<file path="src/design/mult_disp_pkg.sv">
// Widths are fixed for unsigned 4x4 operands; the Wallace tree does not rescale with OPERAND_W
`default_nettype none

package mult_disp_pkg;

    // Operand and product widths
    localparam int OPERAND_W = 4;
    localparam int PRODUCT_W = 2 * OPERAND_W;  // 15 * 15 = 225 fits in 8 bits

    // Segment count of one display digit
    localparam int SEG_W = 7;

    // One multiplier input
    typedef logic [OPERAND_W-1:0] operand_t;

    // Full unsigned product
    typedef logic [PRODUCT_W-1:0] product_t;

    // One carry-save row of the reduction tree.
    // Same width as the product: the row sum never exceeds 225, so no carry
    // can leave bit 7 of any row.
    typedef logic [PRODUCT_W-1:0] row_t;

    // Active-low digit pattern
    // Bit 6 is segment a, bit 0 is segment g
    typedef logic [SEG_W-1:0] seg_t;

endpackage : mult_disp_pkg

`default_nettype wire
</file>
<file path="src/design/mult_disp_top.sv">
// Digits lag a sample by three cycles, product by two; no back-pressure, take outputs each cycle
`timescale 1ns/1ns
`default_nettype none

module mult_disp_top (
    input  wire                           clk,
    input  wire                           rst_n,
    input  wire                           in_valid,
    input  wire mult_disp_pkg::operand_t  a,
    input  wire mult_disp_pkg::operand_t  b,
    input  wire                           blank_lead,
    output wire                           out_valid,
    output wire mult_disp_pkg::product_t  product,
    output wire mult_disp_pkg::seg_t      seg_hi_n,
    output wire mult_disp_pkg::seg_t      seg_lo_n
);

    import mult_disp_pkg::*;

    // Stage one to stage two
    wire       row_valid;
    wire row_t sum_row;
    wire row_t carry_row;

    wire prod_valid;  // Stage two to stage three

    // Partial products and carry-save tree
    pp_wallace_stage u_pp (
        .clk       (clk),
        .rst_n     (rst_n),
        .in_valid  (in_valid),
        .a         (a),
        .b         (b),
        .row_valid (row_valid),
        .sum_row   (sum_row),
        .carry_row (carry_row)
    );

    // Final addition, product also leaves the chip here
    cpa_stage u_cpa (
        .clk        (clk),
        .rst_n      (rst_n),
        .row_valid  (row_valid),
        .sum_row    (sum_row),
        .carry_row  (carry_row),
        .prod_valid (prod_valid),
        .product    (product)
    );

    seg_encode_stage u_seg (
        .clk        (clk),
        .rst_n      (rst_n),
        .prod_valid (prod_valid),
        .product    (product),
        .blank_lead (blank_lead),  // Sampled with the product it applies to
        .out_valid  (out_valid),
        .seg_hi_n   (seg_hi_n),
        .seg_lo_n   (seg_lo_n)
    );

endmodule : mult_disp_top

`default_nettype wire

</file>
<file path="src/design/seg_encode_stage.sv">
// Active-low segments, bit 6 is a; blank_lead must be valid in the same cycle as prod_valid
`timescale 1ns/1ns
`default_nettype none

module seg_encode_stage (
    input  wire                           clk,
    input  wire                           rst_n,
    input  wire                           prod_valid,
    input  wire mult_disp_pkg::product_t  product,
    input  wire                           blank_lead,
    output logic                          out_valid,
    output mult_disp_pkg::seg_t           seg_hi_n,
    output mult_disp_pkg::seg_t           seg_lo_n
);

    import mult_disp_pkg::*;

    seg_t hi_pattern;
    seg_t lo_pattern;
    logic hi_is_zero;

    // Hex digit to {a,b,c,d,e,f,g}, low means lit
    function automatic seg_t hex_seg(input logic [PRODUCT_W/2-1:0] nib);
        seg_t seg;
        case (nib)
            4'h0:    seg = 7'b0000001;
            4'h1:    seg = 7'b1001111;
            4'h2:    seg = 7'b0010010;
            4'h3:    seg = 7'b0000110;
            4'h4:    seg = 7'b1001100;
            4'h5:    seg = 7'b0100100;
            4'h6:    seg = 7'b0100000;
            4'h7:    seg = 7'b0001111;
            4'h8:    seg = 7'b0000000;
            4'h9:    seg = 7'b0000100;
            4'ha:    seg = 7'b0001000;
            4'hb:    seg = 7'b1100000;  // Lower case b
            4'hc:    seg = 7'b0110001;
            4'hd:    seg = 7'b1000010;  // Lower case d
            4'he:    seg = 7'b0110000;
            default: seg = 7'b0111000;  // F
        endcase
        return seg;
    endfunction

    assign hi_is_zero = (product[PRODUCT_W-1:PRODUCT_W/2] == '0);

    always_comb begin
        lo_pattern = hex_seg(product[PRODUCT_W/2-1:0]);
        // Leading zero only blanks the upper digit, never the lower one
        if (blank_lead && hi_is_zero) begin
            hi_pattern = '1;
        end else begin
            hi_pattern = hex_seg(product[PRODUCT_W-1:PRODUCT_W/2]);
        end
    end

    always_ff @(posedge clk) begin
        if (!rst_n) begin
            out_valid <= 1'b0;
            seg_hi_n  <= '1;  // Both digits dark
            seg_lo_n  <= '1;
        end else begin
            out_valid <= prod_valid;
            if (prod_valid) begin
                seg_hi_n <= hi_pattern;
                seg_lo_n <= lo_pattern;
            end
        end
    end

endmodule : seg_encode_stage

`default_nettype wire

</file>
<file path="src/design/cpa_stage.sv">
// Carry out of bit 7 is not kept; rows must come from a 4x4 unsigned product
`timescale 1ns/1ns
`default_nettype none

module cpa_stage (
    input  wire                        clk,
    input  wire                        rst_n,
    input  wire                        row_valid,
    input  wire mult_disp_pkg::row_t   sum_row,
    input  wire mult_disp_pkg::row_t   carry_row,
    output logic                       prod_valid,
    output mult_disp_pkg::product_t    product
);

    import mult_disp_pkg::*;

    logic [PRODUCT_W-1:0] ripple;  // Carry into each bit
    product_t             sum_comb;

    // Ripple carry chain, then the sum bits
    always_comb begin
        ripple[0] = 1'b0;
        for (int i = 0; i < PRODUCT_W - 1; i++) begin
            ripple[i+1] = (sum_row[i] & carry_row[i]) |
                          (sum_row[i] & ripple[i])    |
                          (carry_row[i] & ripple[i]);
        end
        for (int i = 0; i < PRODUCT_W; i++) begin
            sum_comb[i] = sum_row[i] ^ carry_row[i] ^ ripple[i];
        end
    end

    always_ff @(posedge clk) begin
        if (!rst_n) begin
            prod_valid <= 1'b0;
            product    <= '0;
        end else begin
            prod_valid <= row_valid;
            if (row_valid) begin
                product <= sum_comb;  // Held until the next valid rows
            end
        end
    end

endmodule : cpa_stage

`default_nettype wire

</file>
<file path="src/design/pp_wallace_stage.sv">
// Hand-built tree for exactly four partial products; unsigned operands only, one cycle latency
`timescale 1ns/1ns
`default_nettype none

module pp_wallace_stage (
    input  wire                          clk,
    input  wire                          rst_n,
    input  wire                          in_valid,
    input  wire mult_disp_pkg::operand_t a,
    input  wire mult_disp_pkg::operand_t b,
    output logic                         row_valid,
    output mult_disp_pkg::row_t          sum_row,
    output mult_disp_pkg::row_t          carry_row
);

    import mult_disp_pkg::*;

    row_t pp_row [OPERAND_W];  // Shifted partial products
    row_t l1_sum;              // First carry-save layer
    row_t l1_carry;
    row_t l2_sum;              // Second carry-save layer, into the registers
    row_t l2_carry;

    // Column-wise full adders, sum bits
    function automatic row_t csa_sum(input row_t x, input row_t y, input row_t z);
        row_t s;
        for (int i = 0; i < PRODUCT_W; i++) begin
            s[i] = x[i] ^ y[i] ^ z[i];
        end
        return s;
    endfunction

    // Column-wise full adders, carry bits already moved up one column.
    // The carry out of the top column is always zero for this product size.
    function automatic row_t csa_carry(input row_t x, input row_t y, input row_t z);
        row_t c;
        c[0] = 1'b0;
        for (int i = 0; i < PRODUCT_W - 1; i++) begin
            c[i+1] = (x[i] & y[i]) | (x[i] & z[i]) | (y[i] & z[i]);
        end
        return c;
    endfunction

    // Partial product i is a gated by b[i], weighted by 2^i
    always_comb begin
        for (int i = 0; i < OPERAND_W; i++) begin
            pp_row[i] = b[i] ? row_t'(a) << i : '0;
        end
    end

    // Layer one takes pp0, pp1 and pp2
    always_comb begin
        l1_sum   = csa_sum(pp_row[0], pp_row[1], pp_row[2]);
        l1_carry = csa_carry(pp_row[0], pp_row[1], pp_row[2]);
    end

    // Layer two folds in pp3, leaving two rows
    always_comb begin
        l2_sum   = csa_sum(l1_sum, l1_carry, pp_row[3]);
        l2_carry = csa_carry(l1_sum, l1_carry, pp_row[3]);
    end

    // Stage register
    always_ff @(posedge clk) begin
        if (!rst_n) begin
            row_valid <= 1'b0;
            sum_row   <= '0;
            carry_row <= '0;
        end else begin
            row_valid <= in_valid;
            if (in_valid) begin  // Rows hold between samples
                sum_row   <= l2_sum;
                carry_row <= l2_carry;
            end
        end
    end

endmodule : pp_wallace_stage

`default_nettype wire

</file>
<file path="config.mk">
export PLATFORM = sky130hd
export DESIGN_NAME = mult_disp_top
export DESIGN_NICKNAME = d
export VERILOG_FILES = /design/src/design/mult_disp_pkg.sv /design/src/design/mult_disp_top.sv /design/src/design/seg_encode_stage.sv /design/src/design/cpa_stage.sv /design/src/design/pp_wallace_stage.sv
export SDC_FILE = /design/constraint.sdc
export NUM_CORES = 1
export LEC_CHECK = 0
export BUFFER_PORTS_ARGS = -buffer_cell sky130_fd_sc_hd__buf_2
export CORE_MARGIN = 8
export CORE_UTILIZATION = 50
export CTS_CLUSTER_SIZE = 8
export DETAILED_ROUTE_END_ITERATION = 10
export PLACE_DENSITY = 0.72
export SLEW_MARGIN = 20
export SYNTH_ARGS = -nofsm -noshare
export SYNTH_HDL_FRONTEND = slang
export SYNTH_SLANG_ARGS = --single-unit
</file>
<file path="constraint.sdc">
create_clock -name clk -period 7.1 [get_ports clk]
set_input_delay 0.71 -clock clk [delete_from_list [all_inputs] [get_ports clk]]
set_output_delay 0.71 -clock clk [all_outputs]
set_load 0.02 [all_outputs]
</file>
Word level (Yosys, flattened, before mapping)
Memories as Yosys holds them, arrays and structs flattened. A register that Yosys moved wholly into a read port is not among the register bits.
Index checks and enable logic that the tools add are counted.
{"block": "word_totals", "elab_cells": 155, "out_inout_bits": 23, "romBits": 224, "in_bits": 12, "mem_count": 2, "register_bits": 33}
{"name": "(no name shown)", "depth": 16, "width": 7, "read_ports": 1, "rd_clocked_by_memory_dff": 1, "write_ports": 0, "line_no": "seg_encode_stage.sv:25", "rtl": "case (nib)"}
{"name": "(no name shown)", "depth": 16, "width": 7, "read_ports": 1, "rd_clocked_by_memory_dff": 1, "write_ports": 0, "line_no": "seg_encode_stage.sv:25"}
{"block": "classes", "muxes": 7, "bitwise_logic": 136, "reduce_logical": 3}
{"cell": "1-bit AND", "n": 48}
{"cell": "1-bit XOR", "n": 37}
{"cell": "1-bit bitwise OR", "n": 36}
{"cell": "7-bit 2-to-1 mux", "n": 2}
{"cell": "4-bit 2-to-1 mux", "n": 3}
{"cell": "6-bit 2-to-1 mux", "n": 1}
{"cell": "5-bit 2-to-1 mux", "n": 1}
{"cell": "1-bit AND (first input constant)", "n": 4}
{"cell": "1-bit AND (both inputs constant)", "n": 4}
{"cell": "4-bit zero test", "n": 1}
{"cell": "1-bit XOR (both inputs constant)", "n": 3}
{"cell": "1-bit XOR (second input constant)", "n": 3}
{"cell": "1-bit logical AND", "n": 1}
{"cell": "1-bit zero test", "n": 1}
{"cell": "1-bit XOR (first input constant)", "n": 1}

Depth between registers and ports, before layout
Gate-level depths: netlist of run 1.
{"block": "logic_depth", "word_depth": 19, "depth_mapped": 11, "mapped_depth_nobuf": 11}

Hierarchy
From an unflattened synthesis of run 1, not the netlist that was laid out.
{"block": "unflattened", "hier_cells": 222, "hier_area_um2": 2287.2}
{"mod": "seg_encode_stage", "n_inst": 1, "cells_each": 112, "area_each_um2": 1068.5, "seq_area_each_um2": 300.3}
{"mod": "pp_wallace_stage", "n_inst": 1, "cells_each": 72, "area_each_um2": 732.0, "seq_area_each_um2": 240.2}
{"mod": "cpa_stage", "n_inst": 1, "cells_each": 38, "area_each_um2": 486.7, "seq_area_each_um2": 180.2}

Least setup slack after synthesis of run 1
No wires, ideal clock.
{"block": "synth_timing", "path_type": "register to register", "start": "reg u_pp.sum_row[3]", "end": "reg (tool-made name)", "path_buffers": 0, "stages_incl_launch_ff": 11, "setup_ps": 125, "setup_slack_ps": 4541, "arrival_time_ps": 2434, "path_cell_list": "dfxtp_1 > ha_1 > inv_1 > fa_1 > fa_1 > fa_1 > nand2b_1 > a21o_1 > inv_2 > mux2i_1 > a22oi_1"}
{"element": "from (decl)", "line_no": "pp_wallace_stage.sv:12", "rtl": "output mult_disp_pkg::row_t sum_row,"}
{"element": "from (signal assigned)", "line_no": "pp_wallace_stage.sv:72", "rtl": "sum_row <= l2_sum;"}

==> results of run 1 <==
[cells in the mapped netlist (2+ instances only)]
library cell	n
dfxtp_1	43
nand2_1	25
inv_1	23
nor2_1	21
mux2i_1	18
ha_1	16
and2_1	11
o22ai_1	11
o21ai_1	10
fa_1	8
a21oi_1	6
clkbuf_1	6
nand2b_1	6
nand3_1	4
mux2_1	3
a211oi_1	2
buf_2	2
inv_2	2
o211a_1	2
o211ai_1	2
o31ai_1	2
[stage by stage]
stage / instance area [sq um] / utilization / hold slack (ps)
3_5_place_dp: 2465 / 0.5622 / 437.6
6_report: 2557 / 0.5833 / 457.3
2_1_floorplan: 2285 / - / 430.5
4_1_cts: 2557 / 0.5833 / 459.9
3_3_place_gp: 2465 / 0.5622 / 432.0
5_1_grt: 2557 / 0.5833 / 493.5
[kinds of logic after synthesis]
family | synth area share
and+or+nand+nor | 0.1523
AOI/OAI and AO/OA | 0.1446
DFF | 0.3768
buffers and inverters | 0.06517
adders and majority gates | 0.1577
muxes | 0.1035
[path summary, 6_finish.rpt]
| kind | startpoint | to | slack [ps] |
|---|---|---|---|
| hold reg to reg | flip-flop | u_seg.seg_hi_n[4] | 460 |
| hold / removal | flip-flop | u_seg.seg_hi_n[4] | 460 |
| setup / recovery | u_pp.carry_row[3] | flip-flop | 4330 |
| setup reg to reg | u_pp.carry_row[3] | flip-flop | 4330 |
[layout make-up]
type	count	area, sq um	area share
flip-flops and latches	43	860.8	0.3366
well taps	52	65.06	0.02544
inverters	25	93.84	0.03669
repair buffers	34	170.2	0.06654
clock buffers	5	68.82	0.02691
multi-input cells	164	1275	0.4985
clock inverters	3	23.77	0.009296
[tightest hold or removal path: cells and delay by family, from the launching register on]
kind            cells  cell delay, ps
flops               1             310
compound gates      1              60
simple gates        1              50
[per-layer routing]
metal / vias to the layer above / share of wire
met5: - / 0
met4: 0 / 0.017
met3: 7 / 0.055
met2: 36 / 0.46
met1: 777 / 0.47
li1: 882 / -
[power by group through the flow]
stage | Combinational (mW) | Sequential, mW | Clock, mW
after CTS | 0.0790 | 0.269 | 0.163
after detailed placement | 0.0786 | 0.275 | 0
after floorplan | 0.0551 | 0.276 | 0
after global placement | 0.0777 | 0.274 | 0
final | 0.0780 | 0.269 | 0.157
after global routing | 0.0889 | 0.271 | 0.173
[placed cells by master, fill, tap and decap left out, types with 2 or more instances in the layout]
cell	count
inv_2	2
clkinvlp_4	2
o21ai_1	10
mux2i_1	18
o211a_1	2
nand3_1	4
mux2_1	3
buf_2	34
o31ai_1	2
a211oi_1	2
nand2_1	25
and2_1	11
o22ai_1	11
dfxtp_1	43
o211ai_1	2
nor2_1	21
nand2b_1	6
clkbuf_8	5
ha_1	16
fa_1	8
inv_1	23
a21oi_1	6
==> results_dict.tcl, run 1 <==
set metrics [dict create \
    grt_max_degree 24 \
    p_leak_nw 1.133 \
    clock_skew_ps 7.924 \
    cts-htree-levels 2 \
    fmax_mhz 360.8 \
    met2_usage 0.2084 \
    yosysSeqAreaShare 0.3768 \
    power.switching_uw 144.2 \
    cp_max_fo 7 \
    num_rows 24 \
    clock-root-buffer "clkbuf_8" \
    synth_top_area_frac 0.3768 \
    sw_frac_of_total 0.2859 \
    routedWlPerCell_um 13.11 \
    syn2layout_area_growth_pct 11.94 \
    gp_congestion 0.8910 \
    path_clk_slew_ps 90 \
    die_area_sq_um 6988 \
    grt_pass1_vias 1762 \
    whs_path_depth 2 \
    cts_tree "built" \
    critPathKind "reg2reg" \
    p_total_uw 504.3 \
    nets 309 \
    crit_family "adder cells" \
    setup_ws_ps 4329 \
    dp.cells 318 \
    grt_use_total 0.1314 \
    start_util 0.5211 \
    drt_pre_antenna_iters 4 \
    hold_viol 0 \
    maxCapViolCount 0 \
    first_iter_violations 47 \
    cts_resized 0 \
    synth_cell_types 41 \
    vias 1702 \
    ant_nets 0 \
    path_common_cell "fa_1" \
    fin_cells 326 \
    critPathLaunchType "flip-flop" \
    final_max_slew_viol_count 0 \
    hp-class "reg2reg" \
    yosys_warnings 0 \
    cts_setup_buffers 0 \
    intPower_uw 360.1 \
    ys.flop_type "dfxtp_1" \
    die_h_um 83.60 \
    cp.required_ps 7280 \
    yosys-top-cells-area "dfxtp_1, ha_1, mux2i_1" \
    setup_viol 0 \
    clock_latency_ps 290 \
    finalSetupTns_ps 0 \
    grtUsageMet3 0.03711 \
    place_hpwl_mm 3.204 \
    cts_buffer_depth 2 \
    wl_mm 4.275 \
    cpPeakStageDelay_ps 510 \
    grt-ovfl-total 0 \
    clkSinkCount 43 \
    grt_setup_unrepaired "false" \
    clockPowerShare 0.312 \
    yosys.area.top_type "dfxtp_1" \
    period_minus_slack_ps 2771 \
    worstPathCellList "ha_1, inv_1, fa_1, fa_1, fa_1, nand2b_1, a21o_1, inv_2, mux2i_1, a22oi_1" \
    crit_cells 10 \
    power_density_nw_per_um2 197.2 \
    fillers 398 \
    coreArea_sq_um 4384 \
    ys_async_sr_fraction 0 \
    busiest_layer "met2" \
    pwr-share-comb 0.155 \
    grtUsageMet1 0.1617 \
    rr_worst_depth 10 \
    status "finished, final reports clean" \
    syn-cell-area_sq_um 2285 \
    die_x_um 83.60 \
    ios 35 \
    maxSlewHeadroom 0.4700 \
    diodes 0 \
    syn-num-nets 279 \
    synth-seq-cells 43 \
    tightest_slew_ps 793.9 \
    avgSynthCellArea_sq_um 9.402 \
    viasPerCell 5.221 \
    grt_antenna_before_repair 0 \
    crit_slowest_cell "fa_1" \
    synth_edf_count 0 \
    grt_pass1_wl_mm 7.983 \
    drc 0 \
    netlist_instances 243 \
    pre_cts_slack_ps 4371 \
    finalCritPeriodShare 0.3903 \
    cts_made_buffers 5 \
    port_buffers 34 \
    arrival_ps 2950 \
    drive_above_1_share 0.1788 \
    end_kind "flip-flop" \
    crit_buf_inv 2 \
    seqPwrFrac 0.533 \
    hold_buffers 0 \
    peakVddDrop_mv 0.1219 \
]
Note: power is estimated with default switching activity, not from simulation.
==> run 2: changes to the inputs <==
--- a/config.mk
+++ b/config.mk
@@ -10,7 +10,7 @@
 export CORE_UTILIZATION = 50
 export CTS_CLUSTER_SIZE = 8
 export DETAILED_ROUTE_END_ITERATION = 10
-export PLACE_DENSITY = 0.72
+export PLACE_DENSITY = 0.74
 export SLEW_MARGIN = 20
 export SYNTH_ARGS = -nofsm -noshare
 export SYNTH_HDL_FRONTEND = slang
==> constraint.sdc (replaced) <==
create_clock -name clk -period 2.4 [get_ports clk]
set_input_delay 0.24 -clock clk [delete_from_list [all_inputs] [get_ports clk]]
set_output_delay 0.24 -clock clk [all_outputs]
set_load 0.02 [all_outputs]
==> results_dict.tcl, run 2 (same netlist as run 1, synthesis figures left out) <==
set metrics [dict create \
    status "finished with violations" \
    violations "negative setup slack" \
    final_common_cell "dfxtp_1" \
    routedWlPerCell_um 13.84 \
    drt_pre_antenna_iters 4 \
    grt_antenna_before_repair 0 \
    whs_path_depth 3 \
    grt_pass1_wl_mm 8.073 \
    die_h_um 83.60 \
    fillers 361 \
    grt_use_total 0.1353 \
    maxSlewHeadroom 0.5616 \
    final_max_slew_viol_count 0 \
    dp.cells 330 \
    port_buffers 34 \
    maxCapViolCount 0 \
    clock_latency_ps 300 \
    end_kind "flip-flop" \
    grt_setup_unrepaired "true" \
    ios 35 \
    coreArea_sq_um 4384 \
    critPathLaunchType "flip-flop" \
    grt_pass1_vias 1777 \
    cts_buffer_depth 2 \
    cts_made_buffers 5 \
    cts_tree "built" \
    nets 327 \
    rr_worst_depth 10 \
    clkSinkCount 43 \
    cp_max_fo 7 \
    viasPerCell 5.256 \
    fin_cells 344 \
    gp_congestion 0.8689 \
    clock-root-buffer "clkbuf_8" \
    hold_viol 0 \
    wl_mm 4.761 \
    hold_buffers 0 \
    ant_nets 0 \
    place_hpwl_mm 3.396 \
    path_clk_slew_ps 80 \
    p_leak_nw 1.239 \
    worstSetupStartpoint "u_pp.sum_row[3]" \
    setup_viol 6 \
    grt-ovfl-total 0 \
    drc 0 \
    drive_above_1_share 0.2877 \
    arrival_ps 2680 \
    critPathKind "reg2reg" \
    pre_cts_slack_ps -250.6 \
    whs_ps 254.1 \
    start_util 0.5211 \
    cp.required_ps 2580 \
    peakVddDrop_mv 0.4352 \
    cts-htree-levels 2 \
    tightest_slew_ps 654.7 \
    hp-class "in2reg" \
    clock_skew_ps 8.887 \
    syn2layout_area_growth_pct 21.63 \
    finalCritPeriodShare 1.041 \
    final_util 0.6338 \
    grt_max_degree 24 \
    vias 1808 \
    die_x_um 83.60 \
    r2r_setup_slack_ps -100 \
    setup_ws_ps -99.17 \
    power_density_nw_per_um2 556.9 \
    die_area_sq_um 6988 \
    period_minus_slack_ps 2499 \
    diodes 0 \
    fmax_mhz 400.1 \
    first_iter_violations 55 \
    layout_common_cells "dfxtp_1, buf_2, nand2_1" \
    r2r_start "u_pp.sum_row[3]" \
    num_rows 24 \
]
run 2: metal layers:
metal  global-route usage  vias up  part of all wire
met5                    0        -                 0
met1               0.1625      851              0.46
met3              0.04492        7             0.051
met4              0.04710        0             0.014
met2               0.2189       38              0.47
li1                     -      912                 -
run 2: worst min path at each step:
stage | from | endpoint | slack (ps)
final | a[0] | u_pp.sum_row[0] | 250
after global routing | a[0] | u_pp.sum_row[0] | 260
after CTS | a[0] | u_pp.sum_row[0] | 250
after detailed placement | flip-flop | u_seg.seg_hi_n[5] | 440
after global placement | flip-flop | u_seg.seg_hi_n[5] | 430
after floorplan | rst_n | u_cpa.prod_valid | 370
run 2: through the flow:
step / instance area, sq um / TNS [ps] / power (mW)
after floorplan: 2290 / -255.0 / 0.9801
after global placement: 2560 / -717.3 / 1.062
after detailed placement: 2560 / -942.4 / 1.068
after CTS: 2695 / -261.9 / 1.544
after global routing: 2779 / -813.5 / 1.631
final: 2779 / -336.0 / 1.548
run 2: what timing repair did:
| item | CTS | global route |
|---|---|---|
| gates cloned | 0 | 0 |
| pin swaps | 2 | 4 |
| setup buffers | 3 | 3 |
| gates resized for setup | 5 | 14 |
| setup endpoints to repair | 6 | 7 |
run 2: power breakdown:
| part | internal [mW] | total [mW] | switching [mW] |
|---|---|---|---|
| registers | 0.757 | 0.789 | 0.0321 |
| clock network | 0.208 | 0.467 | 0.259 |
| logic | 0.136 | 0.292 | 0.156 |
run 2: critical path, stage by stage, from the launching register on:
cell and delay [ps]:
dfxtp_2 330, ha_1 140, inv_1 50, fa_2 330, fa_2 340, fa_2 460, nand2b_4 170, a21o_4 250
inv_4 60, mux2i_1 180, a22oi_1 80
run 2: cell type report:
| cell class | count | area [sq um] | area share |
|---|---|---|---|
| well taps | 52 | 65.06 | 0.02341 |
| multi-input cells | 164 | 1356 | 0.4881 |
| flip-flops and latches | 43 | 863.3 | 0.3107 |
| clock buffers | 5 | 68.82 | 0.02476 |
| clock inverters | 3 | 23.77 | 0.008555 |
| inverters | 25 | 96.34 | 0.03467 |
| repair buffers | 52 | 305.3 | 0.1099 |
==> run 3: changes to the inputs <==
--- a/config.mk
+++ b/config.mk
@@ -15,3 +15,4 @@
 export SYNTH_ARGS = -nofsm -noshare
 export SYNTH_HDL_FRONTEND = slang
 export SYNTH_SLANG_ARGS = --single-unit
+export TNS_END_PERCENT = 10
==> results_dict.tcl, run 3 (same netlist as run 1, synthesis figures left out) <==
set metrics [dict create \
    status "finished with violations" \
    violations "negative setup slack" \
    hold_buffers 0 \
    place_hpwl_mm 3.345 \
    drc 0 \
    grt-ovfl-total 0 \
    multiInputGateArea_sq_um 1348 \
    period_minus_slack_ps 2603 \
    clock-root-buffer "clkbuf_8" \
    fmax_mhz 384.2 \
    num_rows 24 \
    cts_made_buffers 5 \
    grt_max_degree 24 \
    peakVddDrop_mv 0.4021 \
    cts-htree-levels 2 \
    cts_tree "built" \
    clock_latency_ps 290 \
    grt_use_total 0.1315 \
    viasPerCell 5.296 \
    first_iter_violations 82 \
    power_density_nw_per_um2 561.0 \
    maxSlewHeadroom 0.6371 \
    finalInstanceArea_sq_um 2753 \
    setup_viol 7 \
    gp_congestion 0.8970 \
    postPlaceCellArea_sq_um 2565 \
    cp.required_ps 2580 \
    hold_end "u_pp.sum_row[0]" \
    fillers 367 \
    tightest_slew_ps 541.9 \
    die_h_um 83.60 \
    diodes 0 \
    cts_buffer_depth 2 \
    die_area_sq_um 6988 \
    setup_ws_ps -202.6 \
    start_util 0.5211 \
    syn2layout_area_growth_pct 20.48 \
    p_leak_nw 1.225 \
    layout_common_cells "dfxtp_1, buf_2, nand2_1" \
    rr_worst_depth 9 \
    maxCapViolCount 0 \
    port_buffers 34 \
    r2r_start "u_pp.carry_row[3]" \
    path_clk_slew_ps 90 \
    end_kind "flip-flop" \
    critPathLaunchType "flip-flop" \
    arrival_ps 2780 \
    min_from "a[0]" \
    nets 324 \
    grt_antenna_before_repair 0 \
    die_x_um 83.60 \
    grt_pass1_wl_mm 7.914 \
    hp-class "in2reg" \
    ff_latch_area_sq_um 863.3 \
    wl_mm 4.748 \
    grt_setup_unrepaired "true" \
    finalCritPeriodShare 1.084 \
    critPathKind "reg2reg" \
    clkSinkCount 43 \
    cp_max_fo 5 \
    drt_pre_antenna_iters 4 \
    routedWlPerCell_um 13.92 \
    coreArea_sq_um 4384 \
    drive_above_1_share 0.2664 \
    ios 35 \
    ant_nets 0 \
    hold_viol 0 \
    grt_pass1_vias 1813 \
    r2r_setup_slack_ps -200 \
    vias 1806 \
    whs_path_depth 3 \
    final_max_slew_viol_count 0 \
    final_common_cell "dfxtp_1" \
    clock_skew_ps 5.673 \
    whs_ps 251.5 \
]
## run 3: how the worst max path moves through the flow
stage                            from         to  slack (ps)  cells after the start
floorplan             u_pp.sum_row[3]  flip-flop        -130                     10
global placement      u_pp.sum_row[3]  flip-flop        -210                     10
detailed placement  u_pp.carry_row[3]  flip-flop        -250                     10
CTS                   u_pp.sum_row[3]  flip-flop        -150                      9
global route        u_pp.carry_row[3]  flip-flop        -300                      9
finish              u_pp.carry_row[3]  flip-flop        -200                      9
## run 3: through the flow
| stage | instances | total power, mW | TNS [ps] | util | setup WS [ps] |
|---|---|---|---|---|---|
| 2_1_floorplan | 243 | 0.9795 | -456.8 | - | -129.9 |
| 3_3_place_gp | 331 | 1.062 | -1012 | 0.5850 | -207.3 |
| 3_5_place_dp | 331 | 1.067 | -1248 | 0.5850 | -247.5 |
| 4_1_cts | 339 | 1.539 | -498.3 | 0.6113 | -148.8 |
| 5_1_grt | 341 | 1.614 | -1341 | 0.6279 | -300.3 |
| 6_report | 341 | 1.544 | -642.9 | 0.6279 | -202.6 |
## run 3: area by class of cell
cell class / instances / area share
well taps: 52 / 0.02364
inverters: 25 / 0.03409
flip-flops and latches: 43 / 0.3136
clock buffers: 5 / 0.02500
repair buffers: 49 / 0.1055
multi-input cells: 164 / 0.4895
clock inverters: 3 / 0.008636
## run 3: critical path, cell delays in order, from the launching register on
cell and delay, ps:
dfxtp_2 360, ha_4 140, inv_2 30, fa_2 350
fa_2 350, fa_2 490, or2b_1 270, o32ai_4 140
nor3_2 90, a221o_1 280
## run 3: routing by layer
| layer | vias to the layer above | part of all wire | GRT usage |
|---|---|---|---|
| met5 | - | 0 | 0 |
| met4 | 0 | 0.0044 | 0.03768 |
| met2 | 43 | 0.48 | 0.2147 |
| li1 | 913 | - | - |
| met3 | 2 | 0.065 | 0.04492 |
| met1 | 848 | 0.45 | 0.1587 |
## run 3: timing repair
action                     CTS  global route
setup endpoints to repair    7             7
resized for setup            6            10
cloned                       0             0
hold endpoints to repair     0             0
buffers inserted             0             2
pin swaps                    5             8
## run 3: report_power, final
part,total [mW],switching (mW),internal [mW]
clock network,0.471,0.263,0.208
logic,0.284,0.153,0.131
registers,0.788,0.0318,0.757
